`src/digital_core_pkg.sv`:
```
//----------------------------------------
// digital core shared definitions
//----------------------------------------
package digital_core_pkg;

    //----------------------------------------
    // bus widths
    //----------------------------------------
    localparam int WB_WIDTH  = 32;      // data and address width
    localparam int WB_SEL_W  = 4;       // byte enables
    localparam int BANK_W    = 8;       // bank byte on top of internal address
    localparam int REG_OFF_W = 8;       // register offset decode width

    //----------------------------------------
    // address map
    //----------------------------------------
    localparam int HOST_SPACE_BIT = 23; // set -> host registers, clear -> internal

    // host register offsets
    localparam logic [REG_OFF_W-1:0] HOST_BANK_OFF      = 8'h00; // bank select, 8 bit
    localparam logic [REG_OFF_W-1:0] HOST_GLB_CTRL_OFF  = 8'h04; // global control, 8 bit
    localparam logic [REG_OFF_W-1:0] HOST_CLK_CTRL1_OFF = 8'h08; // clock skew selects

    // global register block
    localparam logic [BANK_W-1:0]    GLBL_BANK        = 8'h10;
    localparam logic [REG_OFF_W-1:0] GLBL_ID_OFF      = 8'h00; // read only
    localparam logic [REG_OFF_W-1:0] GLBL_SCRATCH_OFF = 8'h04;
    localparam logic [REG_OFF_W-1:0] GLBL_IRQ_OFF     = 8'h08; // 3 bit user irq

    //----------------------------------------
    // global control register
    //----------------------------------------
    // first field lands on the msb, so wbd_int_rst_n is bit 0
    typedef struct packed {
        logic [3:0] spare;
        logic       sdram_rst_n;    // bit 3
        logic       spi_rst_n;      // bit 2
        logic       cpu_rst_n;      // bit 1
        logic       wbd_int_rst_n;  // bit 0, internal bus reset
    } glb_ctrl_t;

    localparam logic [7:0] RST_CTRL_DEF = 8'h00; // everything held in reset

endpackage : digital_core_pkg

```
`src/wb_if.sv`:
```
//----------------------------------------
// internal wishbone bus
//----------------------------------------
`timescale 1ns/1ns

interface wb_if;

    // request
    logic                                   cyc;
    logic                                   stb;
    logic [digital_core_pkg::WB_WIDTH-1:0]  adr;
    logic                                   we;
    logic [digital_core_pkg::WB_WIDTH-1:0]  dat_w;
    logic [digital_core_pkg::WB_SEL_W-1:0]  sel;

    // response
    logic [digital_core_pkg::WB_WIDTH-1:0]  dat_r;
    logic                                   ack;    // one cycle per request
    logic                                   err;    // one cycle, instead of ack

    // request held until ack or err
    modport master (
        output cyc, stb, adr, we, dat_w, sel,
        input  dat_r, ack, err
    );

    modport slave (
        input  cyc, stb, adr, we, dat_w, sel,
        output dat_r, ack, err
    );

endinterface : wb_if

```
`src/wb_host.sv`:
```
//----------------------------------------
// wishbone host bridge
//----------------------------------------
`timescale 1ns/1ns

module wb_host (
    input  logic                                   wb_clk_i,
    input  logic                                   arst_n_i,

    // external host port
    input  logic                                   wbs_cyc_i,
    input  logic                                   wbs_stb_i,
    input  logic [digital_core_pkg::WB_WIDTH-1:0]  wbs_adr_i,
    input  logic                                   wbs_we_i,
    input  logic [digital_core_pkg::WB_WIDTH-1:0]  wbs_dat_i,
    input  logic [digital_core_pkg::WB_SEL_W-1:0]  wbs_sel_i,
    output logic [digital_core_pkg::WB_WIDTH-1:0]  wbs_dat_o,
    output logic                                   wbs_ack_o,
    output logic                                   wbs_err_o,

    wb_if.master                                   bus_m,      // internal bus

    output digital_core_pkg::glb_ctrl_t            cfg_glb_ctrl_o,
    output logic [31:0]                            cfg_clk_ctrl1_o
);

    logic                                   accept;     // new external request taken
    logic                                   host_sel;   // targets host registers
    logic                                   host_hit;   // valid host offset
    logic                                   int_start;  // launch onto internal bus
    logic                                   int_done;   // internal response back
    logic [digital_core_pkg::REG_OFF_W-1:0] reg_off;
    logic [digital_core_pkg::WB_WIDTH-1:0]  host_rdata;

    logic [digital_core_pkg::BANK_W-1:0]    bank_q;
    digital_core_pkg::glb_ctrl_t            glb_ctrl_q;
    logic [31:0]                            clk_ctrl1_q;

    logic                                   m_stb_q;    // also serves as busy
    logic                                   m_we_q;
    logic [digital_core_pkg::WB_WIDTH-1:0]  m_adr_q;
    logic [digital_core_pkg::WB_WIDTH-1:0]  m_dat_q;
    logic [digital_core_pkg::WB_SEL_W-1:0]  m_sel_q;
    logic                                   ack_q;
    logic                                   err_q;
    logic [digital_core_pkg::WB_WIDTH-1:0]  dat_q;

    // no new request while one is in flight or being answered
    assign accept    = wbs_cyc_i & wbs_stb_i & ~m_stb_q & ~ack_q & ~err_q;
    assign host_sel  = wbs_adr_i[digital_core_pkg::HOST_SPACE_BIT];
    assign int_start = accept & ~host_sel & glb_ctrl_q.wbd_int_rst_n;
    assign int_done  = m_stb_q & (bus_m.ack | bus_m.err);
    assign reg_off   = wbs_adr_i[digital_core_pkg::REG_OFF_W-1:0];

    // host register read mux
    always_comb begin
        host_hit   = 1'b1;
        host_rdata = '0;
        case (reg_off)
            digital_core_pkg::HOST_BANK_OFF:      host_rdata[7:0] = bank_q;
            digital_core_pkg::HOST_GLB_CTRL_OFF:  host_rdata[7:0] = glb_ctrl_q;
            digital_core_pkg::HOST_CLK_CTRL1_OFF: host_rdata      = clk_ctrl1_q;
            default:                              host_hit        = 1'b0;
        endcase
    end

    //----------------------------------------
    // control and config registers
    //----------------------------------------
    always_ff @(posedge wb_clk_i or negedge arst_n_i) begin
        if (!arst_n_i) begin
            ack_q       <= 1'b0;
            err_q       <= 1'b0;
            m_stb_q     <= 1'b0;
            bank_q      <= '0;
            glb_ctrl_q  <= digital_core_pkg::RST_CTRL_DEF;
            clk_ctrl1_q <= '0;
        end else begin
            ack_q <= 1'b0;  // single cycle pulses
            err_q <= 1'b0;
            if (accept) begin
                if (host_sel) begin
                    ack_q <= host_hit;
                    err_q <= ~host_hit;
                end else if (!glb_ctrl_q.wbd_int_rst_n) begin
                    ack_q <= 1'b1;  // internal bus in reset, answer locally
                end else begin
                    m_stb_q <= 1'b1;
                end
            end else if (int_done) begin
                m_stb_q <= 1'b0;
                ack_q   <= bus_m.ack;   // forward one cycle later
                err_q   <= bus_m.err;
            end

            if (accept && host_sel && wbs_we_i) begin
                case (reg_off)
                    digital_core_pkg::HOST_BANK_OFF:
                        if (wbs_sel_i[0]) bank_q <= wbs_dat_i[7:0];
                    digital_core_pkg::HOST_GLB_CTRL_OFF:
                        if (wbs_sel_i[0]) glb_ctrl_q <= wbs_dat_i[7:0];
                    digital_core_pkg::HOST_CLK_CTRL1_OFF:
                        for (int b = 0; b < digital_core_pkg::WB_SEL_W; b++) begin
                            if (wbs_sel_i[b]) clk_ctrl1_q[8*b +: 8] <= wbs_dat_i[8*b +: 8];
                        end
                    default: ;      // err, nothing written
                endcase
            end
        end
    end

    // payload
    always_ff @(posedge wb_clk_i) begin
        if (int_start) begin
            // bank byte on top of the 24 bit window
            m_adr_q <= {bank_q, wbs_adr_i[digital_core_pkg::WB_WIDTH-digital_core_pkg::BANK_W-1:0]};
            m_we_q  <= wbs_we_i;
            m_dat_q <= wbs_dat_i;
            m_sel_q <= wbs_sel_i;
        end
        if (accept) begin
            dat_q <= host_sel ? host_rdata : '0;
        end else if (int_done) begin
            dat_q <= bus_m.dat_r;
        end
    end

    assign bus_m.cyc   = m_stb_q;
    assign bus_m.stb   = m_stb_q;
    assign bus_m.adr   = m_adr_q;
    assign bus_m.we    = m_we_q;
    assign bus_m.dat_w = m_dat_q;
    assign bus_m.sel   = m_sel_q;

    assign wbs_dat_o       = dat_q;
    assign wbs_ack_o       = ack_q;
    assign wbs_err_o       = err_q;
    assign cfg_glb_ctrl_o  = glb_ctrl_q;
    assign cfg_clk_ctrl1_o = clk_ctrl1_q;

endmodule : wb_host

```
`src/wb_stagging.sv`:
```
//----------------------------------------
// wishbone staging flops
//----------------------------------------
`timescale 1ns/1ns

module wb_stagging (
    input  logic wb_clk_i,
    input  logic arst_n_i,     // internal bus reset
    wb_if.slave  bus_s,        // from host bridge
    wb_if.master bus_m         // to register block
);

    logic                                   accept;
    logic                                   rsp_seen;

    logic                                   m_stb_q;    // request issued downstream
    logic                                   m_we_q;
    logic [digital_core_pkg::WB_WIDTH-1:0]  m_adr_q;
    logic [digital_core_pkg::WB_WIDTH-1:0]  m_dat_q;
    logic [digital_core_pkg::WB_SEL_W-1:0]  m_sel_q;

    logic                                   s_ack_q;    // response back upstream
    logic                                   s_err_q;
    logic [digital_core_pkg::WB_WIDTH-1:0]  s_dat_q;

    // upstream stb is still high while its ack is out, so block that cycle too
    assign accept   = bus_s.cyc & bus_s.stb & ~m_stb_q & ~s_ack_q & ~s_err_q;
    assign rsp_seen = m_stb_q & (bus_m.ack | bus_m.err);

    always_ff @(posedge wb_clk_i or negedge arst_n_i) begin
        if (!arst_n_i) begin
            m_stb_q <= 1'b0;
            s_ack_q <= 1'b0;
            s_err_q <= 1'b0;
        end else begin
            s_ack_q <= 1'b0;
            s_err_q <= 1'b0;
            if (accept) begin
                m_stb_q <= 1'b1;
            end else if (rsp_seen) begin
                m_stb_q <= 1'b0;        // issued once only
                s_ack_q <= bus_m.ack;
                s_err_q <= bus_m.err;
            end
        end
    end

    // request and response payload
    always_ff @(posedge wb_clk_i) begin
        if (accept) begin
            m_adr_q <= bus_s.adr;
            m_we_q  <= bus_s.we;
            m_dat_q <= bus_s.dat_w;
            m_sel_q <= bus_s.sel;
        end
        if (rsp_seen) s_dat_q <= bus_m.dat_r;
    end

    assign bus_m.cyc   = m_stb_q;
    assign bus_m.stb   = m_stb_q;
    assign bus_m.adr   = m_adr_q;
    assign bus_m.we    = m_we_q;
    assign bus_m.dat_w = m_dat_q;
    assign bus_m.sel   = m_sel_q;

    assign bus_s.dat_r = s_dat_q;
    assign bus_s.ack   = s_ack_q;
    assign bus_s.err   = s_err_q;

endmodule : wb_stagging

```
`src/glbl_cfg.sv`:
```
//----------------------------------------
// global register block
//----------------------------------------
`timescale 1ns/1ns

module glbl_cfg #(
    parameter logic [31:0] DEVICE_ID = 32'h5946_0001   // read back at GLBL_ID_OFF
) (
    input  logic       wb_clk_i,
    input  logic       arst_n_i,     // internal bus reset
    wb_if.slave        bus_s,
    output logic [2:0] user_irq_o
);

    logic                                   req;        // new request this cycle
    logic                                   hit;        // bank and offset mapped
    logic                                   bank_ok;
    logic [digital_core_pkg::BANK_W-1:0]    bank;
    logic [digital_core_pkg::REG_OFF_W-1:0] reg_off;
    logic [digital_core_pkg::WB_WIDTH-1:0]  rdata;

    logic [31:0]                            scratch_q;
    logic [2:0]                             irq_q;
    logic                                   ack_q;
    logic                                   err_q;
    logic [digital_core_pkg::WB_WIDTH-1:0]  dat_q;

    // stb still high in the ack cycle, do not answer twice
    assign req     = bus_s.cyc & bus_s.stb & ~ack_q & ~err_q;
    assign bank    = bus_s.adr[digital_core_pkg::WB_WIDTH-1 -: digital_core_pkg::BANK_W];
    assign reg_off = bus_s.adr[digital_core_pkg::REG_OFF_W-1:0];
    assign bank_ok = (bank == digital_core_pkg::GLBL_BANK);

    //----------------------------------------
    // address decode and read mux
    //----------------------------------------
    always_comb begin
        hit   = bank_ok;
        rdata = '0;
        case (reg_off)
            digital_core_pkg::GLBL_ID_OFF:      rdata      = DEVICE_ID;
            digital_core_pkg::GLBL_SCRATCH_OFF: rdata      = scratch_q;
            digital_core_pkg::GLBL_IRQ_OFF:     rdata[2:0] = irq_q;
            default:                            hit        = 1'b0;
        endcase
        if (!bank_ok) rdata = '0;   // other bank reads nothing
    end

    // handshake
    always_ff @(posedge wb_clk_i or negedge arst_n_i) begin
        if (!arst_n_i) begin
            ack_q <= 1'b0;
            err_q <= 1'b0;
        end else begin
            ack_q <= req & hit;
            err_q <= req & ~hit;    // unmapped, registers untouched
        end
    end

    //----------------------------------------
    // writable registers
    //----------------------------------------
    always_ff @(posedge wb_clk_i or negedge arst_n_i) begin
        if (!arst_n_i) begin
            scratch_q <= '0;
            irq_q     <= '0;
        end else if (req && hit && bus_s.we) begin
            case (reg_off)
                digital_core_pkg::GLBL_SCRATCH_OFF:
                    for (int b = 0; b < digital_core_pkg::WB_SEL_W; b++) begin
                        if (bus_s.sel[b]) scratch_q[8*b +: 8] <= bus_s.dat_w[8*b +: 8];
                    end
                digital_core_pkg::GLBL_IRQ_OFF:
                    if (bus_s.sel[0]) irq_q <= bus_s.dat_w[2:0];
                default: ;          // id is read only
            endcase
        end
    end

    // read data, held with the ack
    always_ff @(posedge wb_clk_i) begin
        if (req) dat_q <= rdata;
    end

    assign bus_s.dat_r = dat_q;
    assign bus_s.ack   = ack_q;
    assign bus_s.err   = err_q;
    assign user_irq_o  = irq_q;

endmodule : glbl_cfg

```
`src/digital_core.sv`:
```
//----------------------------------------
// digital core top
//----------------------------------------
`timescale 1ns/1ns

module digital_core #(
    parameter logic [31:0] DEVICE_ID = 32'h5946_0001
) (
    input  logic                                   wb_clk_i,
    input  logic                                   arst_n_i,

    // host wishbone port
    input  logic                                   wbs_cyc_i,
    input  logic                                   wbs_stb_i,
    input  logic                                   wbs_we_i,
    input  logic [digital_core_pkg::WB_WIDTH-1:0]  wbs_adr_i,
    input  logic [digital_core_pkg::WB_WIDTH-1:0]  wbs_dat_i,
    input  logic [digital_core_pkg::WB_SEL_W-1:0]  wbs_sel_i,
    output logic [digital_core_pkg::WB_WIDTH-1:0]  wbs_dat_o,
    output logic                                   wbs_ack_o,
    output logic                                   wbs_err_o,

    // reset control
    output logic                                   cpu_rst_n_o,
    output logic                                   spi_rst_n_o,
    output logic                                   sdram_rst_n_o,

    output logic [31:0]                            cfg_clk_ctrl1_o,  // seven 4 bit skew selects
    output logic [2:0]                             user_irq_o
);

    digital_core_pkg::glb_ctrl_t cfg_glb_ctrl;
    logic                        wbd_int_rst_n;   // internal bus reset, from host

    wb_if host_bus ();   // host -> staging
    wb_if glbl_bus ();   // staging -> global regs

    //----------------------------------------
    // reset control split
    //----------------------------------------
    assign wbd_int_rst_n = cfg_glb_ctrl.wbd_int_rst_n;
    assign cpu_rst_n_o   = cfg_glb_ctrl.cpu_rst_n;
    assign spi_rst_n_o   = cfg_glb_ctrl.spi_rst_n;
    assign sdram_rst_n_o = cfg_glb_ctrl.sdram_rst_n;

    wb_host u_wb_host (
        .wb_clk_i        (wb_clk_i),
        .arst_n_i        (arst_n_i),
        .wbs_cyc_i       (wbs_cyc_i),
        .wbs_stb_i       (wbs_stb_i),
        .wbs_adr_i       (wbs_adr_i),
        .wbs_we_i        (wbs_we_i),
        .wbs_dat_i       (wbs_dat_i),
        .wbs_sel_i       (wbs_sel_i),
        .wbs_dat_o       (wbs_dat_o),
        .wbs_ack_o       (wbs_ack_o),
        .wbs_err_o       (wbs_err_o),
        .bus_m           (host_bus.master),
        .cfg_glb_ctrl_o  (cfg_glb_ctrl),
        .cfg_clk_ctrl1_o (cfg_clk_ctrl1_o)
    );

    // breaks the host to register path
    wb_stagging u_wb_stagging (
        .wb_clk_i (wb_clk_i),
        .arst_n_i (wbd_int_rst_n),
        .bus_s    (host_bus.slave),
        .bus_m    (glbl_bus.master)
    );

    glbl_cfg #(
        .DEVICE_ID (DEVICE_ID)
    ) u_glbl_cfg (
        .wb_clk_i   (wb_clk_i),
        .arst_n_i   (wbd_int_rst_n),
        .bus_s      (glbl_bus.slave),
        .user_irq_o (user_irq_o)
    );

endmodule : digital_core

```
`config.mk`:
```
export PLATFORM = sky130hd
export DESIGN_NAME = digital_core
export DESIGN_NICKNAME = d
export VERILOG_FILES = /design/src/digital_core_pkg.sv /design/src/wb_if.sv /design/src/wb_host.sv /design/src/wb_stagging.sv /design/src/glbl_cfg.sv /design/src/digital_core.sv
export SDC_FILE = /design/constraint.sdc
export NUM_CORES = 1
export LEC_CHECK = 0
export BUFFER_PORTS_ARGS = -buffer_cell sky130_fd_sc_hd__buf_2
export CAP_MARGIN = 5
export CORE_MARGIN = 2
export CORE_UTILIZATION = 40
export CTS_BUF_LIST = sky130_fd_sc_hd__clkbuf_16
export DETAILED_ROUTE_END_ITERATION = 10
export GPL_ROUTABILITY_DRIVEN = 0
export GPL_TIMING_DRIVEN = 0
export HOLD_SLACK_MARGIN = 0.08
export PLACE_DENSITY = 0.68
export REMOVE_ABC_BUFFERS = 1
export SLEW_MARGIN = 20
export SYNTH_ARGS = -nofsm -noshare
export SYNTH_HDL_FRONTEND = slang
export SYNTH_SLANG_ARGS = --single-unit
```
`constraint.sdc`:
```
create_clock -name wb_clk_i -period 2 [get_ports wb_clk_i]
set_input_delay 0.5 -clock wb_clk_i [delete_from_list [all_inputs] [get_ports wb_clk_i]]
set_output_delay 0.5 -clock wb_clk_i [all_outputs]
set_load 0.05 [all_outputs]
```
Yosys cells after proc, flatten, opt, wreduce, memory -nomap -nowiden
Cells that the tools add are included.

word-level totals
  flip-flop bits (word level) = 325
  input bits = 73
  output and inout bits = 72
  word-level logic and storage cells = 117

cells by class
  multiplexer cells = 26
  equal/unequal tests = 7
  reduce and logical (&&, ||, !) cells = 22
  bitwise operators = 28

operator list
  cell                  number
  $mux W32              3
  $pmux W29 S2          1
  $reduce_and A3 Y1     12
  $mux W24              1
  $pmux W8 S3           1
  $mux W1               19
  $eq A8 B3 Y1 const B  2
  $eq A8 B4 Y1 const B  2
  $logic_not A8 Y1      2
  $and A1 B1 Y1         15
  $not A1 Y1            11
  $pmux W3 S3           1
  $eq A8 B5 Y1 const B  1
  $reduce_or A3 Y1      2
  $logic_and A1 B1 Y1   4
  $ne A2 B2 Y1 const B  2
  $reduce_bool A2 Y1    2
  $or A1 B1 Y1          2

Longest topological paths before layout
  depth after elaboration = 7
  mapped depth = 7

By module
A second synthesis with hierarchy kept.

second synthesis, totals
  cells, all modules = 643
  area, all modules = 11583.6 µm²

by module, submodules not included
  module       area an instance (µm²)  seq. area each (µm²)  cells each  instances
  wb_host      5685.5                  4309.1                360         1
  wb_stagging  3165.5                  3108.0                112         1
  glbl_cfg     2732.6                  1886.8                171         1

Least setup slack after synthesis
No wires, ideal clock.

  path kind = register to register
  start = register u_wb_host.glb_ctrl_q (netlist bit u_wb_host.cfg_glb_ctrl_o[0])
  end = register u_wb_host.m_adr_q (netlist bit u_wb_host.bus_m.adr[0]) (enable)
  data required time = 1457 ps
  cell stages (with the launch flop) = 2
  period minus slack after synthesis = 5812 ps
  setup slack = -3812 ps
  arrival time = 5269 ps
  cell sequence = dfrtp_1 > nor3b_1

between the ends
  cells in the longest elaborated chain, start to end = 1

RTL lines
  what                     RTL line        text
  start, declared          wb_host.sv:36   digital_core_pkg::glb_ctrl_t glb_ctrl_q;
  start signal, assigned   wb_host.sv:76   glb_ctrl_q <= digital_core_pkg::RST_CTRL_DEF;
  start signal, assigned   wb_host.sv:101  if (wbs_sel_i[0]) glb_ctrl_q <= wbs_dat_i[7:0];
  $and A1 B1 Y1            wb_host.sv:51   assign int_start = accept & ~host_sel & glb_ctrl_q.wbd_int_rst_n;
  via u_wb_host.int_start  wb_host.sv:30   logic int_start;
  end signal, assigned     wb_host.sv:116  m_adr_q <= {bank_q, wbs_adr_i[digital_core_pkg::WB_WIDTH-digital_core_pkg::BANK_W-1:0]};
  end, declared            wb_host.sv:41   logic [digital_core_pkg::WB_WIDTH-1:0] m_adr_q;

The timed path passes the listed nets, and every way through them passes these cells.
A chain may end at the register's enable or synchronous reset.

Worst setup path in the final report
  start = register u_wb_stagging.m_adr_q (netlist bit u_wb_stagging.bus_m.adr[25])
  end = register u_glbl_cfg.scratch_q[15]

between the ends
  cells in the longest elaborated chain, start to end = 5

RTL lines
  what                                RTL line           text
  start, declared                     wb_stagging.sv:18  logic [digital_core_pkg::WB_WIDTH-1:0] m_adr_q;
  start signal, assigned              wb_stagging.sv:51  m_adr_q <= bus_s.adr;
  $eq A8 B5 Y1                        glbl_cfg.sv:32     assign bank_ok = (bank == digital_core_pkg::GLBL_BANK);
  $mux W1                             glbl_cfg.sv:40     case (reg_off)
  $logic_and A1 B1 Y1 (2 in series)   glbl_cfg.sv:67     end else if (req && hit && bus_s.we) begin
  $reduce_and A3 Y1 (no source line)  -
  end signal, assigned by index       glbl_cfg.sv:71     if (bus_s.sel[b]) scratch_q[8*b +: 8] <= bus_s.dat_w[8*b +: 8];
  end, declared                       glbl_cfg.sv:22     logic [31:0] scratch_q;

No other way between the ends.

==> run summary <==
Critical Path End Type: flop
Worst Path Max Fanout: 8
CTS root buffer: clkbuf_16
Worst-skew pair later-pin latency: 0.56 ns
Measured slew at the worst slew-check pin: 0.791 ns
Via-per-instance ratio: 5.07
Synth Instances: 556
Pre-CTS setup slack: -1.15 ns
H-tree levels: 1
Psw: 0.00261 W
Dpl hpwl: 14700 µm
Switching power share of the total: 21.3%
First-pass DRT Iterations: 4
Synth unique cells: 36
Post-layout nets: 805
Vias in the first global route: 5873
Comb pwr share: 4.2%
Post-route cell area: 13200 µm²
Initial DRC count: 321
GRT Util Overall: 16.4%
Pwr/cell area: 932 nW/µm²
Filler cells: 2116
IO Count: 145
Top cells by area, synth: edfxtp_1 (58%), dfrtp_1 (22%), mux2_2 (8.9%), a22o_1 (2.8%), and2_1 (1.6%)
Worst slew margin: 47.2%
Tcrit/Tclk final: 106%
Clock skew: 0.0413 ns
Initial antenna violation count: 4
P_int: 0.00966 W
First-pass GRT wire length: 34900 µm
Placed cell area: 11700 µm²
Top cell type's share of synthesized area: 57.9%
Sequential-to-total area share from yosys stat: 79.6%
Setup repair after global routing missed its margin: yes
Power, Total: 0.0123 W
Gr ovfl total: 0
Layout cells sized above 1: 41.9%
Fmax: 471 MHz
Synthesized area: 10500 µm²
Max Cap Viol: 0
CTS Buffer Depth: 3
Avg Cell Area, Syn: 18.9 µm²
Tmin final: 2.12 ns
Cts bufs inserted: 30
CTS tree: yes
Leakage power total: 5.38 nW
Clock Sink Count: 293
Commonest non-fill, non-tap cell in the layout: edfxtp_1
Die W: 166 µm
Seq pwr share: 54.6%
Wire per inst: 20.9 µm
Vias: 5548
# DRC: 0
Worst vdd ir: 0.741 mV
Yosys warning total: 0
Rows: 59
Startpoint types: flop
Area delta synth->final: 25.6%
Initial core utilization: 40.5%
Max-slew violation count: 0
Die Height: 166 µm
Run status: finished with violations
Crit Path Class: flop to flop
Final worst slack: -0.123 ns
Final wirelength: 22800 µm
Die area: 27500 µm²
Antenna-violating nets left: 0
Post-synth top area cell: edfxtp_1
Most frequent cells in the layout: edfxtp_1 (202), buf_2 (120), dfrtp_1 (89)
Largest net degree at the start of global routing: 52
HP Class: input port to flop
Worst Path Arrival: 2.53 ns
FF+latch count, synth: 293
Placed cells: 1008
Final hold vios: 0
Endpoints failing setup: 35
CP required: 2.41 ns
Post-route insts no fill: 1095
Clk pwr share: 41.2%
Worst-path clk slew: 0.06 ns
Violated checks: negative setup slack
Core ar.: 25900 µm²
Port bufs: 121
-- metal layers --
metal	vias up	share of wire, %	GRT usage [%]
met5	-	0	0
met4	0	1.2	3.86
met3	20	5.5	3.41
met2	148	50	27.3
met1	2884	43	22.4
li1	2496	-	-
-- cells by family after synthesis --
kind of cell	after synthesis	share of synthesized area [%]
and+or+nand+nor	91	5.56
DFF	293	79.6
AOI/OAI and AO/OA	59	4.29
muxes	91	9.68
buffers and inverters	22	0.871
-- power groups by stage --
stage               clock, W  sequential, W  combinational [W]
CTS                  0.00518        0.00670           0.000516
global route         0.00544        0.00671           0.000549
global placement           0        0.00682           0.000416
detailed placement         0        0.00682           0.000466
finish               0.00505        0.00670           0.000517
floorplan                  0        0.00692           0.000117
-- worst paths after layout --
check	from	endpoint	slack (ns)	depth (start not counted)
min reg2reg	u_wb_host.cfg_glb_ctrl_o[0]	u_glbl_cfg.scratch_q[1]	0.28	0
min	wbs_dat_i[14]	u_wb_host.bus_m.dat_w[14]	0.12	1
max	u_wb_stagging.bus_m.adr[25]	u_glbl_cfg.scratch_q[15]	-0.12	4
min in group asynchronous	u_wb_host.cfg_glb_ctrl_o[0]	u_glbl_cfg.scratch_q[1]	0.28	0
max reg2reg	u_wb_stagging.bus_m.adr[25]	u_glbl_cfg.scratch_q[15]	-0.12	4
max in group asynchronous	arst_n_i	u_wb_host.bus_m.cyc	0.87	2
-- flip-flops by register name (all words and copies together), names as in the netlist, 3 cells and up --
signal                     flops
u_wb_host.bus_m.dat_w         32
u_wb_stagging.bus_m.sel        4
u_wb_host.cfg_glb_ctrl_o       8
u_glbl_cfg.bus_s.dat_r        32
u_wb_host.bus_m.sel            4
u_wb_stagging.bus_s.dat_r     32
u_glbl_cfg.user_irq_o          3
u_wb_host.bank_q               8
u_wb_host.wbs_dat_o           32
u_wb_stagging.bus_m.dat_w     32
u_wb_host.cfg_clk_ctrl1_o     32
u_wb_stagging.bus_m.adr       16
u_wb_host.bus_m.adr           16
u_glbl_cfg.scratch_q          32
-- cell usage after synthesis --
master	n
a31oi_1	1
a22o_1	33
clkbuf_1	9
nor4_4	1
nor4_2	1
a21o_1	1
nand3_1	3
nor2_1	12
a22oi_1	2
a211o_1	1
a21oi_1	3
edfxtp_1	202
and3_1	6
nor3b_1	1
nand4b_1	1
mux2i_1	8
nor3_1	3
o21a_1	7
nor4_1	2
nand4_2	4
dfrtp_1	91
and4_1	2
mux2_2	83
nand2_1	17
and4b_1	1
buf_1	2
and2_1	27
inv_1	4
o21ai_0	11
nor4b_4	1
and2_0	1
nor3_4	1
nor4b_1	1
buf_2	7
nor2b_1	5
or4_4	1
-- critical path, stage by stage, from the launching register on --
cell      delay (ns)
edfxtp_1        0.36
or4_4           0.58
and4b_2         0.37
and3_4          0.33
mux2_4          0.32
-- timing repair --
item,CTS,global route
setup endpoints to repair,227,109
cloned,1,0
buffers inserted,13,12
resized for setup,66,16
pin swaps,9,8
hold buffers,1,0
endpoints found under the hold margin,40,0
-- through the flow --
step                      TNS (ns)  util (%)  hold WS [ns]
after global placement     -789.75      44.1         0.400
after floorplan            -339.08         -         0.204
after CTS                    -3.76      50.2         0.121
after global routing         -5.31      50.8         0.128
final                        -3.57      50.8         0.122
after detailed placement   -144.47      45.1         0.295
-- layout make-up --
class	count	area (µm²)	area share (%)
Sequential cell	293	8350	63.4
Multi-Input combinational cell	242	2380	18.1
Timing Repair Buffer	161	1090	8.31
Clock buffer	32	801	6.08
Tap cell	335	419	3.18
Clock inverter	24	98.8	0.751
Inverter	4	20.0	0.152
Antenna cell	4	10.0	0.0760
Power figures use the tool's default switching activity.
